==> src/qdr_defines.svh <==
`ifndef QDR_DEFINES_SVH
`define QDR_DEFINES_SVH

//////////////////////////////////////////////////////////////////////
// RAM geometry

// One beat on a single data lane, 32 data bits plus 4 parity
`define QDR_LANE_WIDTH		36

// Host address, low bits pick the channel
`define QDR_ADDR_BITS		19
`define QDR_NUM_CHANNELS	2
`define QDR_CHAN_BITS		1

//////////////////////////////////////////////////////////////////////
// Timing and buffering

// Cycles from the read select to the first QVLD beat pair
`define QDR_READ_LATENCY	3
`define QDR_RET_DEPTH		4
`define QDR_ORDER_DEPTH		8

`endif

==> src/qdr_pkg.sv <==
`default_nettype none

`include "qdr_defines.svh"

package qdr_pkg;

	// Four beats of one burst, beat 0 in the top lane slot
	typedef logic [4*`QDR_LANE_WIDTH-1:0] qdr_burst_t;

	// Address as seen by the host
	typedef logic [`QDR_ADDR_BITS-1:0] qdr_addr_t;

	// Address on one SRAM, channel bits stripped
	typedef logic [`QDR_ADDR_BITS-`QDR_CHAN_BITS-1:0] qdr_ram_addr_t;

	// Channel index, also the tag kept by the read merger
	typedef logic [`QDR_CHAN_BITS-1:0] qdr_chan_t;

endpackage

`default_nettype wire

==> src/qdr_sync_fifo.sv <==
`default_nettype none
`timescale 1ns/1ps

module qdr_sync_fifo #(
	parameter type payload_t = logic [7:0],
	parameter int DEPTH = 4,
	localparam int PTR_BITS = (DEPTH > 1) ? $clog2(DEPTH) : 1,
	localparam int CNT_BITS = $clog2(DEPTH + 1)
) (
	input wire clk_ctl,
	input wire rst,
	input wire in_valid,
	output logic in_ready,
	input wire payload_t in_data,
	output logic out_valid,
	input wire out_ready,
	output payload_t out_data,
	output logic [CNT_BITS-1:0] count
);

	localparam logic [PTR_BITS-1:0] LAST_PTR = PTR_BITS'(DEPTH - 1);
	localparam logic [CNT_BITS-1:0] FULL_COUNT = CNT_BITS'(DEPTH);

	payload_t mem [DEPTH];
	logic [PTR_BITS-1:0] wr_ptr;
	logic [PTR_BITS-1:0] rd_ptr;
	logic push;
	logic pop;

	// Head word is visible as soon as it lands, no read cycle
	assign in_ready = (count != FULL_COUNT);
	assign out_valid = (count != '0);
	assign out_data = mem[rd_ptr];
	assign push = in_valid && in_ready;
	assign pop = out_valid && out_ready;

	always_ff @(posedge clk_ctl) begin
		if (push)
			mem[wr_ptr] <= in_data;
	end

	// Pointers wrap at DEPTH, so any depth works
	always_ff @(posedge clk_ctl) begin
		if (rst) begin
			wr_ptr <= '0;
			rd_ptr <= '0;
			count <= '0;
		end else begin
			if (push)
				wr_ptr <= (wr_ptr == LAST_PTR) ? '0 : wr_ptr + 1'b1;
			if (pop)
				rd_ptr <= (rd_ptr == LAST_PTR) ? '0 : rd_ptr + 1'b1;
			case ({push, pop})
				2'b10: count <= count + 1'b1;
				2'b01: count <= count - 1'b1;
				default: count <= count;
			endcase
		end
	end

	// Upstream flow control never offers a word into a full buffer
	a_no_push_full: assert property (@(posedge clk_ctl) disable iff (rst)
		in_valid |-> in_ready);

endmodule

`default_nettype wire

==> src/qdr_req_dispatch.sv <==
`default_nettype none
`timescale 1ns/1ps

`include "qdr_defines.svh"

module qdr_req_dispatch (
	input wire clk_ctl,
	input wire rst,
	input wire cmd_valid,
	output logic cmd_ready,
	input wire cmd_write,
	input wire qdr_pkg::qdr_addr_t cmd_addr,
	input wire qdr_pkg::qdr_burst_t cmd_wdata,
	output logic [`QDR_NUM_CHANNELS-1:0] chan_valid,
	input wire [`QDR_NUM_CHANNELS-1:0] chan_ready,
	output logic chan_write,
	output qdr_pkg::qdr_ram_addr_t chan_addr,
	output qdr_pkg::qdr_burst_t chan_wdata,
	output logic ord_valid,
	output qdr_pkg::qdr_chan_t ord_chan,
	input wire ord_ready
);
	import qdr_pkg::*;

	qdr_chan_t sel_chan;
	logic sel_ready;
	logic order_ok;

	//////////////////////////////////////////////////////////////////////
	// Address split

	// Low bits interleave bursts across the SRAMs
	assign sel_chan = cmd_addr[`QDR_CHAN_BITS-1:0];
	assign chan_addr = cmd_addr[`QDR_ADDR_BITS-1:`QDR_CHAN_BITS];

	// Payload goes to every channel, only valid is steered
	assign chan_write = cmd_write;
	assign chan_wdata = cmd_wdata;

	//////////////////////////////////////////////////////////////////////
	// Handshake steering

	// Reads also need a free slot in the merger's tag FIFO
	assign sel_ready = chan_ready[sel_chan];
	assign order_ok = cmd_write || ord_ready;
	assign cmd_ready = sel_ready && order_ok;

	always_comb begin
		chan_valid = '0;
		chan_valid[sel_chan] = cmd_valid && order_ok;
	end

	// Tag is pushed in the same cycle the read is taken
	assign ord_valid = cmd_valid && !cmd_write && sel_ready && ord_ready;
	assign ord_chan = sel_chan;

	// A stalled host command must not change under us
	a_cmd_hold: assert property (@(posedge clk_ctl) disable iff (rst)
		(cmd_valid && !cmd_ready) |=> (cmd_valid && $stable(cmd_write)
			&& $stable(cmd_addr) && $stable(cmd_wdata)));

endmodule

`default_nettype wire

==> src/qdr_channel_ctl.sv <==
`default_nettype none
`timescale 1ns/1ps

`include "qdr_defines.svh"

module qdr_channel_ctl (
	input wire clk_ctl,
	input wire rst,
	input wire chan_valid,
	output logic chan_ready,
	input wire chan_write,
	input wire qdr_pkg::qdr_ram_addr_t chan_addr,
	input wire qdr_pkg::qdr_burst_t chan_wdata,
	output logic ret_valid,
	input wire ret_ready,
	output qdr_pkg::qdr_burst_t ret_data,
	output logic qdr_rps_n,
	output logic qdr_wps_n,
	output qdr_pkg::qdr_ram_addr_t qdr_a,
	output logic [3:0] qdr_bws_n,
	output logic [`QDR_LANE_WIDTH-1:0] qdr_d_lo,
	output logic [`QDR_LANE_WIDTH-1:0] qdr_d_hi,
	input wire [`QDR_LANE_WIDTH-1:0] qdr_q_lo,
	input wire [`QDR_LANE_WIDTH-1:0] qdr_q_hi,
	input wire qdr_qvld
);
	import qdr_pkg::*;

	localparam int LW = `QDR_LANE_WIDTH;
	localparam int CRED_BITS = $clog2(`QDR_RET_DEPTH + 1);
	localparam logic [CRED_BITS:0] CRED_LIMIT = (CRED_BITS + 1)'(`QDR_RET_DEPTH);

	logic slot_free;
	logic accept;
	logic rd_accept;
	logic [CRED_BITS-1:0] rd_pending;
	logic [CRED_BITS-1:0] fifo_count;
	logic [CRED_BITS:0] credit_used;
	logic credit_ok;
	qdr_burst_t wr_burst;
	logic wr_second;
	logic [2*LW-1:0] first_pair;
	logic pair_open;
	qdr_burst_t ret_word;
	logic ret_push;

	//////////////////////////////////////////////////////////////////////
	// Command side

	assign accept = chan_valid && chan_ready;
	assign rd_accept = accept && !chan_write;

	// Reads in flight plus words parked in the FIFO may not exceed its depth
	assign credit_used = {1'b0, rd_pending} + {1'b0, fifo_count};
	assign credit_ok = (credit_used < CRED_LIMIT);

	// One burst takes two cycles, so skip the cycle after any accept
	assign chan_ready = slot_free && (chan_write || credit_ok);

	always_ff @(posedge clk_ctl) begin
		if (rst) begin
			slot_free <= 1'b0;
			qdr_rps_n <= 1'b1;
			qdr_wps_n <= 1'b1;
		end else begin
			slot_free <= !accept;
			qdr_rps_n <= !rd_accept;
			qdr_wps_n <= !(accept && chan_write);
		end
	end

	// Address follows the select, burst kept for the data phases
	always_ff @(posedge clk_ctl) begin
		if (accept)
			qdr_a <= chan_addr;
		if (accept && chan_write)
			wr_burst <= chan_wdata;
	end

	//////////////////////////////////////////////////////////////////////
	// Write data sequencer

	// Beats 0/1 the cycle after WPS#, beats 2/3 the cycle after that
	always_ff @(posedge clk_ctl) begin
		if (rst) begin
			wr_second <= 1'b0;
			qdr_d_lo <= '0;
			qdr_d_hi <= '0;
			qdr_bws_n <= 4'hf;
		end else if (!qdr_wps_n) begin
			qdr_d_lo <= wr_burst[4*LW-1 -: LW];
			qdr_d_hi <= wr_burst[3*LW-1 -: LW];
			qdr_bws_n <= 4'h0;
			wr_second <= 1'b1;
		end else if (wr_second) begin
			qdr_d_lo <= wr_burst[2*LW-1 -: LW];
			qdr_d_hi <= wr_burst[LW-1 -: LW];
			qdr_bws_n <= 4'h0;
			wr_second <= 1'b0;
		end else begin
			// Quiet bus between bursts
			qdr_d_lo <= '0;
			qdr_d_hi <= '0;
			qdr_bws_n <= 4'hf;
		end
	end

	//////////////////////////////////////////////////////////////////////
	// Read return pairing

	// QVLD comes in pairs; odd beat pair opens, even one closes the word
	always_ff @(posedge clk_ctl) begin
		if (rst) begin
			pair_open <= 1'b0;
			ret_push <= 1'b0;
		end else begin
			ret_push <= qdr_qvld && pair_open;
			if (qdr_qvld)
				pair_open <= !pair_open;
		end
	end

	always_ff @(posedge clk_ctl) begin
		if (qdr_qvld && !pair_open)
			first_pair <= {qdr_q_lo, qdr_q_hi};
		if (qdr_qvld && pair_open)
			ret_word <= {first_pair, qdr_q_lo, qdr_q_hi};
	end

	// Credit count drops when the word reaches the FIFO
	always_ff @(posedge clk_ctl) begin
		if (rst)
			rd_pending <= '0;
		else if (rd_accept && !ret_push)
			rd_pending <= rd_pending + 1'b1;
		else if (!rd_accept && ret_push)
			rd_pending <= rd_pending - 1'b1;
	end

	qdr_sync_fifo #(
		.payload_t(qdr_burst_t),
		.DEPTH(`QDR_RET_DEPTH)
	) u_ret_fifo (
		.clk_ctl(clk_ctl),
		.rst(rst),
		.in_valid(ret_push),
		.in_ready(),
		.in_data(ret_word),
		.out_valid(ret_valid),
		.out_ready(ret_ready),
		.out_data(ret_data),
		.count(fifo_count)
	);

	// The SRAM never returns half a burst
	a_qvld_pairs: assert property (@(posedge clk_ctl) disable iff (rst)
		$rose(qdr_qvld) |=> qdr_qvld);

	// A burst owns the RAM for two cycles, no select right behind another
	a_select_spacing: assert property (@(posedge clk_ctl) disable iff (rst)
		(!qdr_rps_n || !qdr_wps_n) |=> (qdr_rps_n && qdr_wps_n));

endmodule

`default_nettype wire

==> src/qdr_read_merge.sv <==
`default_nettype none
`timescale 1ns/1ps

`include "qdr_defines.svh"

module qdr_read_merge (
	input wire clk_ctl,
	input wire rst,
	input wire ord_valid,
	output logic ord_ready,
	input wire qdr_pkg::qdr_chan_t ord_chan,
	input wire [`QDR_NUM_CHANNELS-1:0] ret_valid,
	output logic [`QDR_NUM_CHANNELS-1:0] ret_ready,
	input wire qdr_pkg::qdr_burst_t ret_data [`QDR_NUM_CHANNELS],
	output logic rd_valid,
	input wire rd_ready,
	output qdr_pkg::qdr_burst_t rd_data
);
	import qdr_pkg::*;

	localparam int TAG_CNT_BITS = $clog2(`QDR_ORDER_DEPTH + 1);

	logic head_valid;
	qdr_chan_t head_chan;
	logic [TAG_CNT_BITS-1:0] tag_count;
	logic host_xfer;

	// Tags in issue order, one per accepted read
	qdr_sync_fifo #(
		.payload_t(qdr_chan_t),
		.DEPTH(`QDR_ORDER_DEPTH)
	) u_order_fifo (
		.clk_ctl(clk_ctl),
		.rst(rst),
		.in_valid(ord_valid),
		.in_ready(ord_ready),
		.in_data(ord_chan),
		.out_valid(head_valid),
		.out_ready(host_xfer),
		.out_data(head_chan),
		.count(tag_count)
	);

	//////////////////////////////////////////////////////////////////////
	// Head channel to host

	// Other channels just wait, their credits hold off new reads
	assign rd_valid = head_valid && ret_valid[head_chan];
	assign rd_data = ret_data[head_chan];
	assign host_xfer = rd_valid && rd_ready;

	always_comb begin
		ret_ready = '0;
		ret_ready[head_chan] = head_valid && rd_ready;
	end

	// A word parked in any channel still has its tag queued
	a_word_has_tag: assert property (@(posedge clk_ctl) disable iff (rst)
		(ret_valid != '0) |-> (tag_count != '0));

endmodule

`default_nettype wire

==> src/qdr_subsystem_top.sv <==
`default_nettype none
`timescale 1ns/1ps

`include "qdr_defines.svh"

module qdr_subsystem_top (
	input wire clk_ctl,
	input wire rst,
	// Host command and read return
	input wire cmd_valid,
	output logic cmd_ready,
	input wire cmd_write,
	input wire qdr_pkg::qdr_addr_t cmd_addr,
	input wire qdr_pkg::qdr_burst_t cmd_wdata,
	output logic rd_valid,
	input wire rd_ready,
	output qdr_pkg::qdr_burst_t rd_data,
	// One SRAM per index
	output logic [`QDR_NUM_CHANNELS-1:0] qdr_rps_n,
	output logic [`QDR_NUM_CHANNELS-1:0] qdr_wps_n,
	output qdr_pkg::qdr_ram_addr_t qdr_a [`QDR_NUM_CHANNELS],
	output logic [3:0] qdr_bws_n [`QDR_NUM_CHANNELS],
	output logic [`QDR_LANE_WIDTH-1:0] qdr_d_lo [`QDR_NUM_CHANNELS],
	output logic [`QDR_LANE_WIDTH-1:0] qdr_d_hi [`QDR_NUM_CHANNELS],
	input wire [`QDR_LANE_WIDTH-1:0] qdr_q_lo [`QDR_NUM_CHANNELS],
	input wire [`QDR_LANE_WIDTH-1:0] qdr_q_hi [`QDR_NUM_CHANNELS],
	input wire [`QDR_NUM_CHANNELS-1:0] qdr_qvld
);
	import qdr_pkg::*;

	logic [`QDR_NUM_CHANNELS-1:0] chan_valid;
	logic [`QDR_NUM_CHANNELS-1:0] chan_ready;
	logic chan_write;
	qdr_ram_addr_t chan_addr;
	qdr_burst_t chan_wdata;
	logic ord_valid;
	logic ord_ready;
	qdr_chan_t ord_chan;
	logic [`QDR_NUM_CHANNELS-1:0] ret_valid;
	logic [`QDR_NUM_CHANNELS-1:0] ret_ready;
	qdr_burst_t ret_data [`QDR_NUM_CHANNELS];

	qdr_req_dispatch u_req_dispatch (
		.clk_ctl(clk_ctl),
		.rst(rst),
		.cmd_valid(cmd_valid),
		.cmd_ready(cmd_ready),
		.cmd_write(cmd_write),
		.cmd_addr(cmd_addr),
		.cmd_wdata(cmd_wdata),
		.chan_valid(chan_valid),
		.chan_ready(chan_ready),
		.chan_write(chan_write),
		.chan_addr(chan_addr),
		.chan_wdata(chan_wdata),
		.ord_valid(ord_valid),
		.ord_chan(ord_chan),
		.ord_ready(ord_ready)
	);

	//////////////////////////////////////////////////////////////////////
	// Channel controllers

	for (genvar i = 0; i < `QDR_NUM_CHANNELS; i++) begin : g_chan
		qdr_channel_ctl u_channel_ctl (
			.clk_ctl(clk_ctl),
			.rst(rst),
			.chan_valid(chan_valid[i]),
			.chan_ready(chan_ready[i]),
			.chan_write(chan_write),
			.chan_addr(chan_addr),
			.chan_wdata(chan_wdata),
			.ret_valid(ret_valid[i]),
			.ret_ready(ret_ready[i]),
			.ret_data(ret_data[i]),
			.qdr_rps_n(qdr_rps_n[i]),
			.qdr_wps_n(qdr_wps_n[i]),
			.qdr_a(qdr_a[i]),
			.qdr_bws_n(qdr_bws_n[i]),
			.qdr_d_lo(qdr_d_lo[i]),
			.qdr_d_hi(qdr_d_hi[i]),
			.qdr_q_lo(qdr_q_lo[i]),
			.qdr_q_hi(qdr_q_hi[i]),
			.qdr_qvld(qdr_qvld[i])
		);
	end

	// Reorder point, host sees reads in issue order
	qdr_read_merge u_read_merge (
		.clk_ctl(clk_ctl),
		.rst(rst),
		.ord_valid(ord_valid),
		.ord_ready(ord_ready),
		.ord_chan(ord_chan),
		.ret_valid(ret_valid),
		.ret_ready(ret_ready),
		.ret_data(ret_data),
		.rd_valid(rd_valid),
		.rd_ready(rd_ready),
		.rd_data(rd_data)
	);

endmodule

`default_nettype wire

==> config.mk <==
export PLATFORM = sky130hd
export DESIGN_NAME = qdr_subsystem_top
export DESIGN_NICKNAME = d
export VERILOG_FILES = /design/src/qdr_pkg.sv /design/src/qdr_sync_fifo.sv /design/src/qdr_req_dispatch.sv /design/src/qdr_channel_ctl.sv /design/src/qdr_read_merge.sv /design/src/qdr_subsystem_top.sv
export VERILOG_INCLUDE_DIRS = /design/src
export SDC_FILE = /design/constraint.sdc
export NUM_CORES = 1
export LEC_CHECK = 0
export BUFFER_PORTS_ARGS = -buffer_cell sky130_fd_sc_hd__buf_4
export CORE_MARGIN = 1.5
export CORE_UTILIZATION = 33
export DETAILED_ROUTE_END_ITERATION = 10
export GPL_TIMING_DRIVEN = 0
export SLEW_MARGIN = 20
export SYNTH_ARGS = -nofsm -noshare
export SYNTH_HDL_FRONTEND = slang
export SYNTH_SLANG_ARGS = --single-unit
==> constraint.sdc <==
create_clock -name clk_ctl -period 10.42 [get_ports clk_ctl]
set_input_delay 2.084 -clock clk_ctl [delete_from_list [all_inputs] [get_ports clk_ctl]]
set_output_delay 2.084 -clock clk_ctl [all_outputs]
set_load 0.1 [all_outputs]
==> reports/metrics.csv, run 1 <==
metric;value;unit
nets;4627;
Yosys warnings;0;
drt via density;4.80;
synthesized instance count;3364;
dpl cells;7029;
Post-Syn Area;73200;sq um
I/O Pins;652;
Static Leak;0.0305;uW
Post-Layout Cell Count;7434;
RSZ-0062 raised after global routing;false;
Die Y;474;um
Total Routing Usage GR;0.168;
final global-route overflow total;0;
Yosys top cell area share;0.786;
Final Max Tran Viols;0;
antenna-violating nets left;0;
Area contributors post-synth;edfxtp_1 (79%), mux4_2 (8.9%), dfxtp_1 (5.3%), nand2_1 (2.2%), a22o_1 (1.7%);
core area;220000;sq um
Via Count;35711;
Setup-failing EPs final;0;
clk buf depth;3;
total CTS buffers;211;
Most common cell on crit path;nand2_1;
Logic pwr share;0.042;
initial antenna violation count;36;
# Post-CTS Setup Buffers;0;
PD cells;198;nW/um^2
Synth-to-Final Area Change;23.4;%
Synthesized Nets;3707;
clock latency on the worst-skew pair;0.86;ns
Max FO, Critical Path;10;
most common flop cell mapped by yosys;edfxtp_1;
Worst R2R End;u_read_merge.u_order_fifo.count[2];
sequential share of power;0.531;
kind of critical path;reg2out;
f_max;155;MHz
CTS tree;built;
Synth area leader;edfxtp_1;
Clk Tree Root Cell;clkbuf_16;
Placer Congestion;0.802;
synth cell count leaders;edfxtp_1 (1,916), nand2_1 (439), mux4_2 (290);
normalized max-slew margin;0.282;
chip width;474;um
Final Hold Fails;0;
P_sw;3890;uW
Die Area;225000;sq um
Clk pwr share;0.427;
crit end category;output port;
Routed WL;192000;um
Sw Ratio;0.218;
Avg Cell Area, Syn;21.8;sq um
wire per inst;25.9;um
first-pass GRT wire length;267000;um
DRC Markers;0;
Worst Path Arrival;4.36;ns
fin crit period;6.44;ns
Post-synth EDFFs;1916;
multi-input logic area;11100;sq um
H-tree Lvls;4;
vias in the first global route;35944;
Worst-path clk slew;0.06;ns
most frequent cell after synthesis;edfxtp_1;
CP max stage cell;clkbuf_1;
WP data required;8.34;ns
setup TNS;0;ns
r2r setup slk;7.03;ns
slowest stage delay, CP;0.74;ns
Buffers on Ports;649;
Sequential Area;61400;sq um
Hold WC Path Type;reg2reg;
critical path, cell by cell;clkbuf_1 -> buf_2 -> buf_1 -> mux4_2 -> nand2_1 -> nand2_1 -> buf_4;
hpwl dp;130000;um
worst slew pin tran;1.08;ns
post-synth cell types;50;
hold_buf cts;0;
row count;172;
sequential share of the synthesized area;0.839;
filler instances;19382;
Layout Utilization;0.411;
post-CTS sizing;0;
cell-internal power;14000;uW
Peak VDD IR;195;uV
number of max-cap violations;0;
startpoint types;register;
min-delay src;g_chan[1].u_channel_ctl.first_pair[38];
CP Capture Point;rd_data[51];
Pre-antenna DRT Iters;5;
worst reg2reg path depth;12;
share of cells above drive strength 1;0.316;
skew final;0.0814;ns
status;completed;
Initial Util;0.333;
largest net degree at the start of global routing;51;
crit share post-route;0.618;
CTS sink cnt;2111;
FF+latch count, synth;2111;
initial DRC count;3263;
Async S/R FF share, synth;0;
-- sequential cells by signal, indices dropped and copies added, names as in the netlist, 3 cells and up, named ones only --
register / count
g_chan.u_channel_ctl.qdr_d_lo: 72
g_chan.u_channel_ctl.qdr_a: 36
g_chan.u_channel_ctl.wr_burst: 288
g_chan.u_channel_ctl.first_pair: 144
g_chan.u_channel_ctl.ret_word: 288
g_chan.u_channel_ctl.rd_pending: 6
g_chan.u_channel_ctl.qdr_d_hi: 72
g_chan.u_channel_ctl.u_ret_fifo.rd_ptr: 4
u_read_merge.u_order_fifo.rd_ptr: 3
g_chan.u_channel_ctl.u_ret_fifo.count: 6
g_chan.u_channel_ctl.u_ret_fifo.mem: 1152
u_read_merge.u_order_fifo.mem: 8
g_chan.u_channel_ctl.u_ret_fifo.wr_ptr: 4
u_read_merge.u_order_fifo.count: 4
u_read_merge.u_order_fifo.wr_ptr: 3
-- per-stage QoR --
step / total power (uW) / instance area, sq um / worst slack (ns) / hold slack [ns]
floorplan: 10000 / 73200 / 4.18 / 0.400
global placement: 10400 / 81800 / -0.845 / 0.401
detailed placement: 10400 / 83300 / 4.64 / 0.405
CTS: 18000 / 90400 / 3.72 / 0.370
global route: 18400 / 90400 / 3.73 / 0.388
finish: 17900 / 90400 / 3.98 / 0.379
-- cells in the final DEF (no fill, tap or decap), drive strengths merged, types with 9 or more instances in the layout --
master       n
a21oi       15
a22o       144
and2        12
buf        792
bufinv      21
clkbuf     323
clkinv      90
clkinvlp    11
dfxtp      195
diode       13
edfxtp    1916
ha          25
inv         29
mux2i       12
mux4       290
nand2      439
nand2b       9
nand3       11
nor2        36
nor3        10
o21ai       10
xor2        11
-- layout make-up --
cell class	count	area share
sequential	2111	0.680
multi-input combinational	1086	0.122
timing repair buffer	707	0.0695
clock buffer	262	0.0618
tap	2958	0.0409
clock inverter	130	0.0163
buffer	146	0.00804
inverter	21	0.000872
antenna	13	0.000360
-- power groups by stage --
stage | combinational (uW) | sequential (uW) | clock [uW]
after floorplan | 339 | 9710 | 0
after global placement | 712 | 9700 | 0
after detailed placement | 765 | 9650 | 0
after CTS | 766 | 9470 | 7800
after global routing | 787 | 9490 | 8120
final | 752 | 9470 | 7630
-- routing by layer --
metal	routed length [um]	track usage	vias to the layer above
met5	40	0	-
met4	5670	0.0546	8
met3	11200	0.0337	293
met2	95200	0.277	1209
met1	80300	0.222	18866
li1	-	-	15335
-- worst max-delay path: cells and delay by family (launching register included) --
| kind | cells | cell delay (ns) |
|---|---|---|
| buffers and inverters | 4 | 2.53 |
| multiplexers | 1 | 0.36 |
| flip-flops | 1 | 0.31 |
| AND/OR/NAND/NOR | 2 | 0.34 |
-- cell families after synthesis --
family | share of synthesized area
fa+ha+maj | 0.00536
mux | 0.0913
xor+xnor | 0.00155
flops | 0.839
buf+inv | 0.0110
simple gates | 0.0309
compound gates | 0.0211
-- how the worst min path moves through the flow --
| stage | end | cells after the start |
|---|---|---|
| floorplan | g_chan[0].u_channel_ctl.ret_word[100] | 0 |
| global placement | g_chan[0].u_channel_ctl.ret_word[75] | 0 |
| finish | g_chan[1].u_channel_ctl.ret_word[110] | 0 |
| detailed placement | g_chan[0].u_channel_ctl.ret_word[127] | 0 |
| CTS | g_chan[1].u_channel_ctl.ret_word[110] | 0 |
| global route | g_chan[1].u_channel_ctl.ret_word[110] | 0 |
Power figures use the tool's default switching activity.
==> run 2, diff against run 1 <==
--- a/config.mk
+++ b/config.mk
@@ -6,6 +6,7 @@
 export SDC_FILE = /design/constraint.sdc
 export NUM_CORES = 1
 export LEC_CHECK = 0
+export ABC_AREA = 1
 export BUFFER_PORTS_ARGS = -buffer_cell sky130_fd_sc_hd__buf_4
 export CORE_MARGIN = 1.5
 export CORE_UTILIZATION = 33
==> constraint.sdc (replaced) <==
create_clock -name clk_ctl -period 5.75 [get_ports clk_ctl]
set_input_delay 1.15 -clock clk_ctl [delete_from_list [all_inputs] [get_ports clk_ctl]]
set_output_delay 1.15 -clock clk_ctl [all_outputs]
set_load 0.1 [all_outputs]
==> run 2 against run 1 <==
Worst hold slack better by 0.0047 ns. Die area up 2.6%. Count of clock-buffer cells in the layout up 12.
==> reports/metrics.csv, run 2 <==
metric;value;unit;change
CTS sink cnt;2111;;unchanged
Top Registers;g_chan.u_channel_ctl.u_ret_fifo.mem: 1152 flops, g_chan.u_channel_ctl.ret_word: 288 flops, g_chan.u_channel_ctl.wr_burst: 288 flops;;unchanged
Hold WC Path Type;reg2reg;;unchanged
number of max-cap violations;0;;unchanged
Largest register FFs;1152;;unchanged
critical path, cell by cell;buf_2 -> inv_2 -> buf_2 -> clkbuf_1 -> o21ai_0 -> a31oi_2 -> buf_4;;was clkbuf_1 -> buf_2 -> buf_1 -> mux4_2 -> nand2_1 -> nand2_1 -> buf_4
initial DRC count;4359;;was 3,263
Avg Cell Area, Syn;16.5;sq um;was 21.8 sq um
chip width;480;um;was 474 um
synthesized instance count;4553;;was 3,364
row count;174;;was 172
Post-Syn Area;75100;sq um;was 73,200 sq um
final global-route overflow total;0;;unchanged
commonest cells after routing, fill and taps aside;edfxtp_1 (1,916), nor2_1 (916), buf_4 (665);;was edfxtp_1 (1,916), buf_4 (665), nand2_1 (439)
multi-input logic area;12100;sq um;was 11,100 sq um
Synth area leader;edfxtp_1;;unchanged
startpoint types;register;;unchanged
worst slew pin tran;1.09;ns;was 1.08 ns
I/O Pins;652;;unchanged
M1 WL;84500;um;was 80,300 um
hpwl dp;164000;um;was 130,000 um
Yosys top cell area share;0.766;;was 0.786
Worst-path clk slew;0.06;ns;about the same
Sequential Area;61400;sq um;unchanged
synth cell count leaders;edfxtp_1 (1,916), nor2_1 (928), o21ai_0 (447);;was edfxtp_1 (1,916), nand2_1 (439), mux4_2 (290)
Die Area;231000;sq um;was 225,000 sq um
share of cells above drive strength 1;0.226;;was 0.316
most common flop cell mapped by yosys;edfxtp_1;;unchanged
slowest stage delay, CP;0.71;ns;was 0.74 ns
Pre-antenna DRT Iters;5;;unchanged
core area;226000;sq um;was 220,000 sq um
Max FO, Critical Path;11;;was 10
filler instances;20233;;was 19,382
Async S/R FF share, synth;0;;unchanged
Placer Congestion;0.826;;was 0.802
Yosys warnings;0;;unchanged
Area contributors post-synth;edfxtp_1 (77%), dfxtp_1 (5.2%), nor2_1 (4.6%), o21ai_0 (3.0%), a32o_1 (1.9%);;was edfxtp_1 (79%), mux4_2 (8.9%), dfxtp_1 (5.3%), nand2_1 (2.2%), a22o_1 (1.7%)
largest net degree at the start of global routing;84;;was 51
CP max stage cell;clkbuf_1;;unchanged
Initial Util;0.333;;about the same
pre-CTS worst setup slack;0.903;ns;was 4.64 ns
PD cells;351;nW/um^2;was 198 nW/um^2
Routed WL;230000;um;was 192,000 um
Worst Path Arrival;4.47;ns;was 4.36 ns
crit share post-route;0.977;;
first-pass GRT wire length;317000;um;was 267,000 um
Clk Tree Root Cell;clkbuf_16;;unchanged
initial antenna violation count;68;;was 36
status;completed;;unchanged
Most common cell on crit path;buf_2;;was nand2_1
clock latency on the worst-skew pair;0.86;ns;about the same
Setup-failing EPs final;0;;unchanged
WP data required;4.60;ns;was 8.34 ns
CTS tree;built;;unchanged
total CTS buffers;209;;was 211
Synthesized Nets;4896;;was 3,707
metal3 WL;21600;um;was 11,200 um
RSZ-0062 raised after global routing;false;;unchanged
Final Max Tran Viols;0;;unchanged
Largest Register;g_chan.u_channel_ctl.u_ret_fifo.mem;;unchanged
most frequent cell after synthesis;edfxtp_1;;unchanged
Peak VDD IR;329;uV;was 195 uV
antenna-violating nets left;0;;unchanged
commonest non-fill, non-tap cell in the layout;edfxtp_1;;unchanged
drt via density;5.02;;was 4.80
clk buf depth;3;;unchanged
Buffers on Ports;650;;was 649
hold_buf cts;0;;unchanged
wire per inst;26.5;um;was 25.9 um
Post-synth EDFFs;1916;;unchanged
DRC Markers;0;;unchanged
vias in the first global route;42537;;was 35,944
kind of critical path;reg2out;;unchanged
top sig layer;met5;;unchanged
# Post-CTS Setup Buffers;0;;unchanged
f_max;178;MHz;
H-tree Lvls;4;;unchanged
skew final;0.0921;ns;was 0.0814 ns
nets;5837;;was 4,627
Tot Pwr;32500;uW;was 17,900 uW
Die Y;480;um;was 474 um
post-synth cell types;36;;was 50
fin crit period;5.62;ns;
routed wl met2;115000;um;was 95,200 um
Via Count;43594;;was 35,711
Final Worst Setup Slack;0.131;ns;was 3.98 ns
sequential share of the synthesized area;0.818;;was 0.839
Static Leak;0.0310;uW;was 0.0305 uW
Final Hold Fails;0;;unchanged
normalized max-slew margin;0.271;;was 0.282
FF+latch count, synth;2111;;unchanged
Total Routing Usage GR;0.194;;was 0.168
Synth-to-Final Area Change;23.4;%;about the same
crit end category;output port;;unchanged
[run 2: cell types whose count changed after synthesis, moves of 52 or more]
cell | before | now
clkbuf_1 | 61 | 113
a32o_1 | 0 | 144
a31oi_2 | 0 | 100
mux2i_1 | 12 | 144
o21ai_0 | 6 | 447
o22ai_1 | 0 | 144
mux4_2 | 290 | 0
nor2_1 | 36 | 928
nand2_1 | 439 | 54
a22o_1 | 144 | 0
[run 2: repair_timing]
item | in CTS | in global routing
endpoints found under the setup margin | 7 | 1
gates cloned | 0 | 0
resized for setup | 2 | 3
hold endpoints to repair | 0 | 0
[run 2: final cells by class]
cell class / instances / share of cell area
plain buffers: 265 / 0.0150
clock buffers: 274 / 0.0608
flip-flops and latches: 2111 / 0.663
repair buffers: 730 / 0.0729
well taps: 2992 / 0.0404
multi-input cells: 2104 / 0.131
diodes: 24 / 0.000648
clock inverters: 109 / 0.0135
inverters: 73 / 0.00331
[run 2: power breakdown]
part / internal (uW) / switching [uW]
clock: 7670 / 5890
sequential: 17000 / 135
combinational: 443 / 1380
total: 25100 / 7410
[run 2: per-layer routing]
layer  up-vias  GRT usage
met4        58     0.0801
li1      19180          -
met5         -          0
met1     21953      0.232
met3       403     0.0538
met2      2000      0.330
[run 2: worst max-delay path, delay by kind of cell (launching register included)]
kind / cells / cell delay (ns)
buffers and inverters: 5 / 2.58
AO/OA/AOI/OAI: 2 / 0.67
flip-flops: 1 / 0.29
[run 2: cell families (layout without fill, tap and decap cells)]
group,Yosys count,count (layout),synth area share
other,0,24,0
muxes,144,144,0.0192
DFF,2111,2111,0.818
buffers and inverters,338,1451,0.0221
and+or+nand+nor,1012,1012,0.0515
AOI/OAI and AO/OA,914,914,0.0838
adders and majority gates,29,29,0.00523
xor gates and xnor gates,5,5,0.000583
[run 2: final timing paths]
path | from | to | slack (ns) | cells past startpoint
worst max-delay path | register | rd_data[57] | 0.13 | 7
worst max register to register | g_chan[0].u_channel_ctl.u_ret_fifo.count[2] | g_chan[0].u_channel_ctl.wr_burst[66] | 2.77 | 9
worst min register to register | g_chan[1].u_channel_ctl.first_pair[47] | g_chan[1].u_channel_ctl.ret_word[119] | 0.38 | 0
worst min-delay path | g_chan[1].u_channel_ctl.first_pair[47] | g_chan[1].u_channel_ctl.ret_word[119] | 0.38 | 0
[run 2: stage by stage]
step	instances	TNS (ns)	utilization	hold slack [ns]	area, sq um
floorplan	4553	-1949.84	-	0.400	75100
global placement	8195	-	0.371	0.400	83800
detailed placement	8275	0	0.380	0.405	85800
CTS	8658	0	0.411	0.369	92600
global route	8669	0	0.411	0.389	92700
finish	8682	0	0.411	0.383	92700
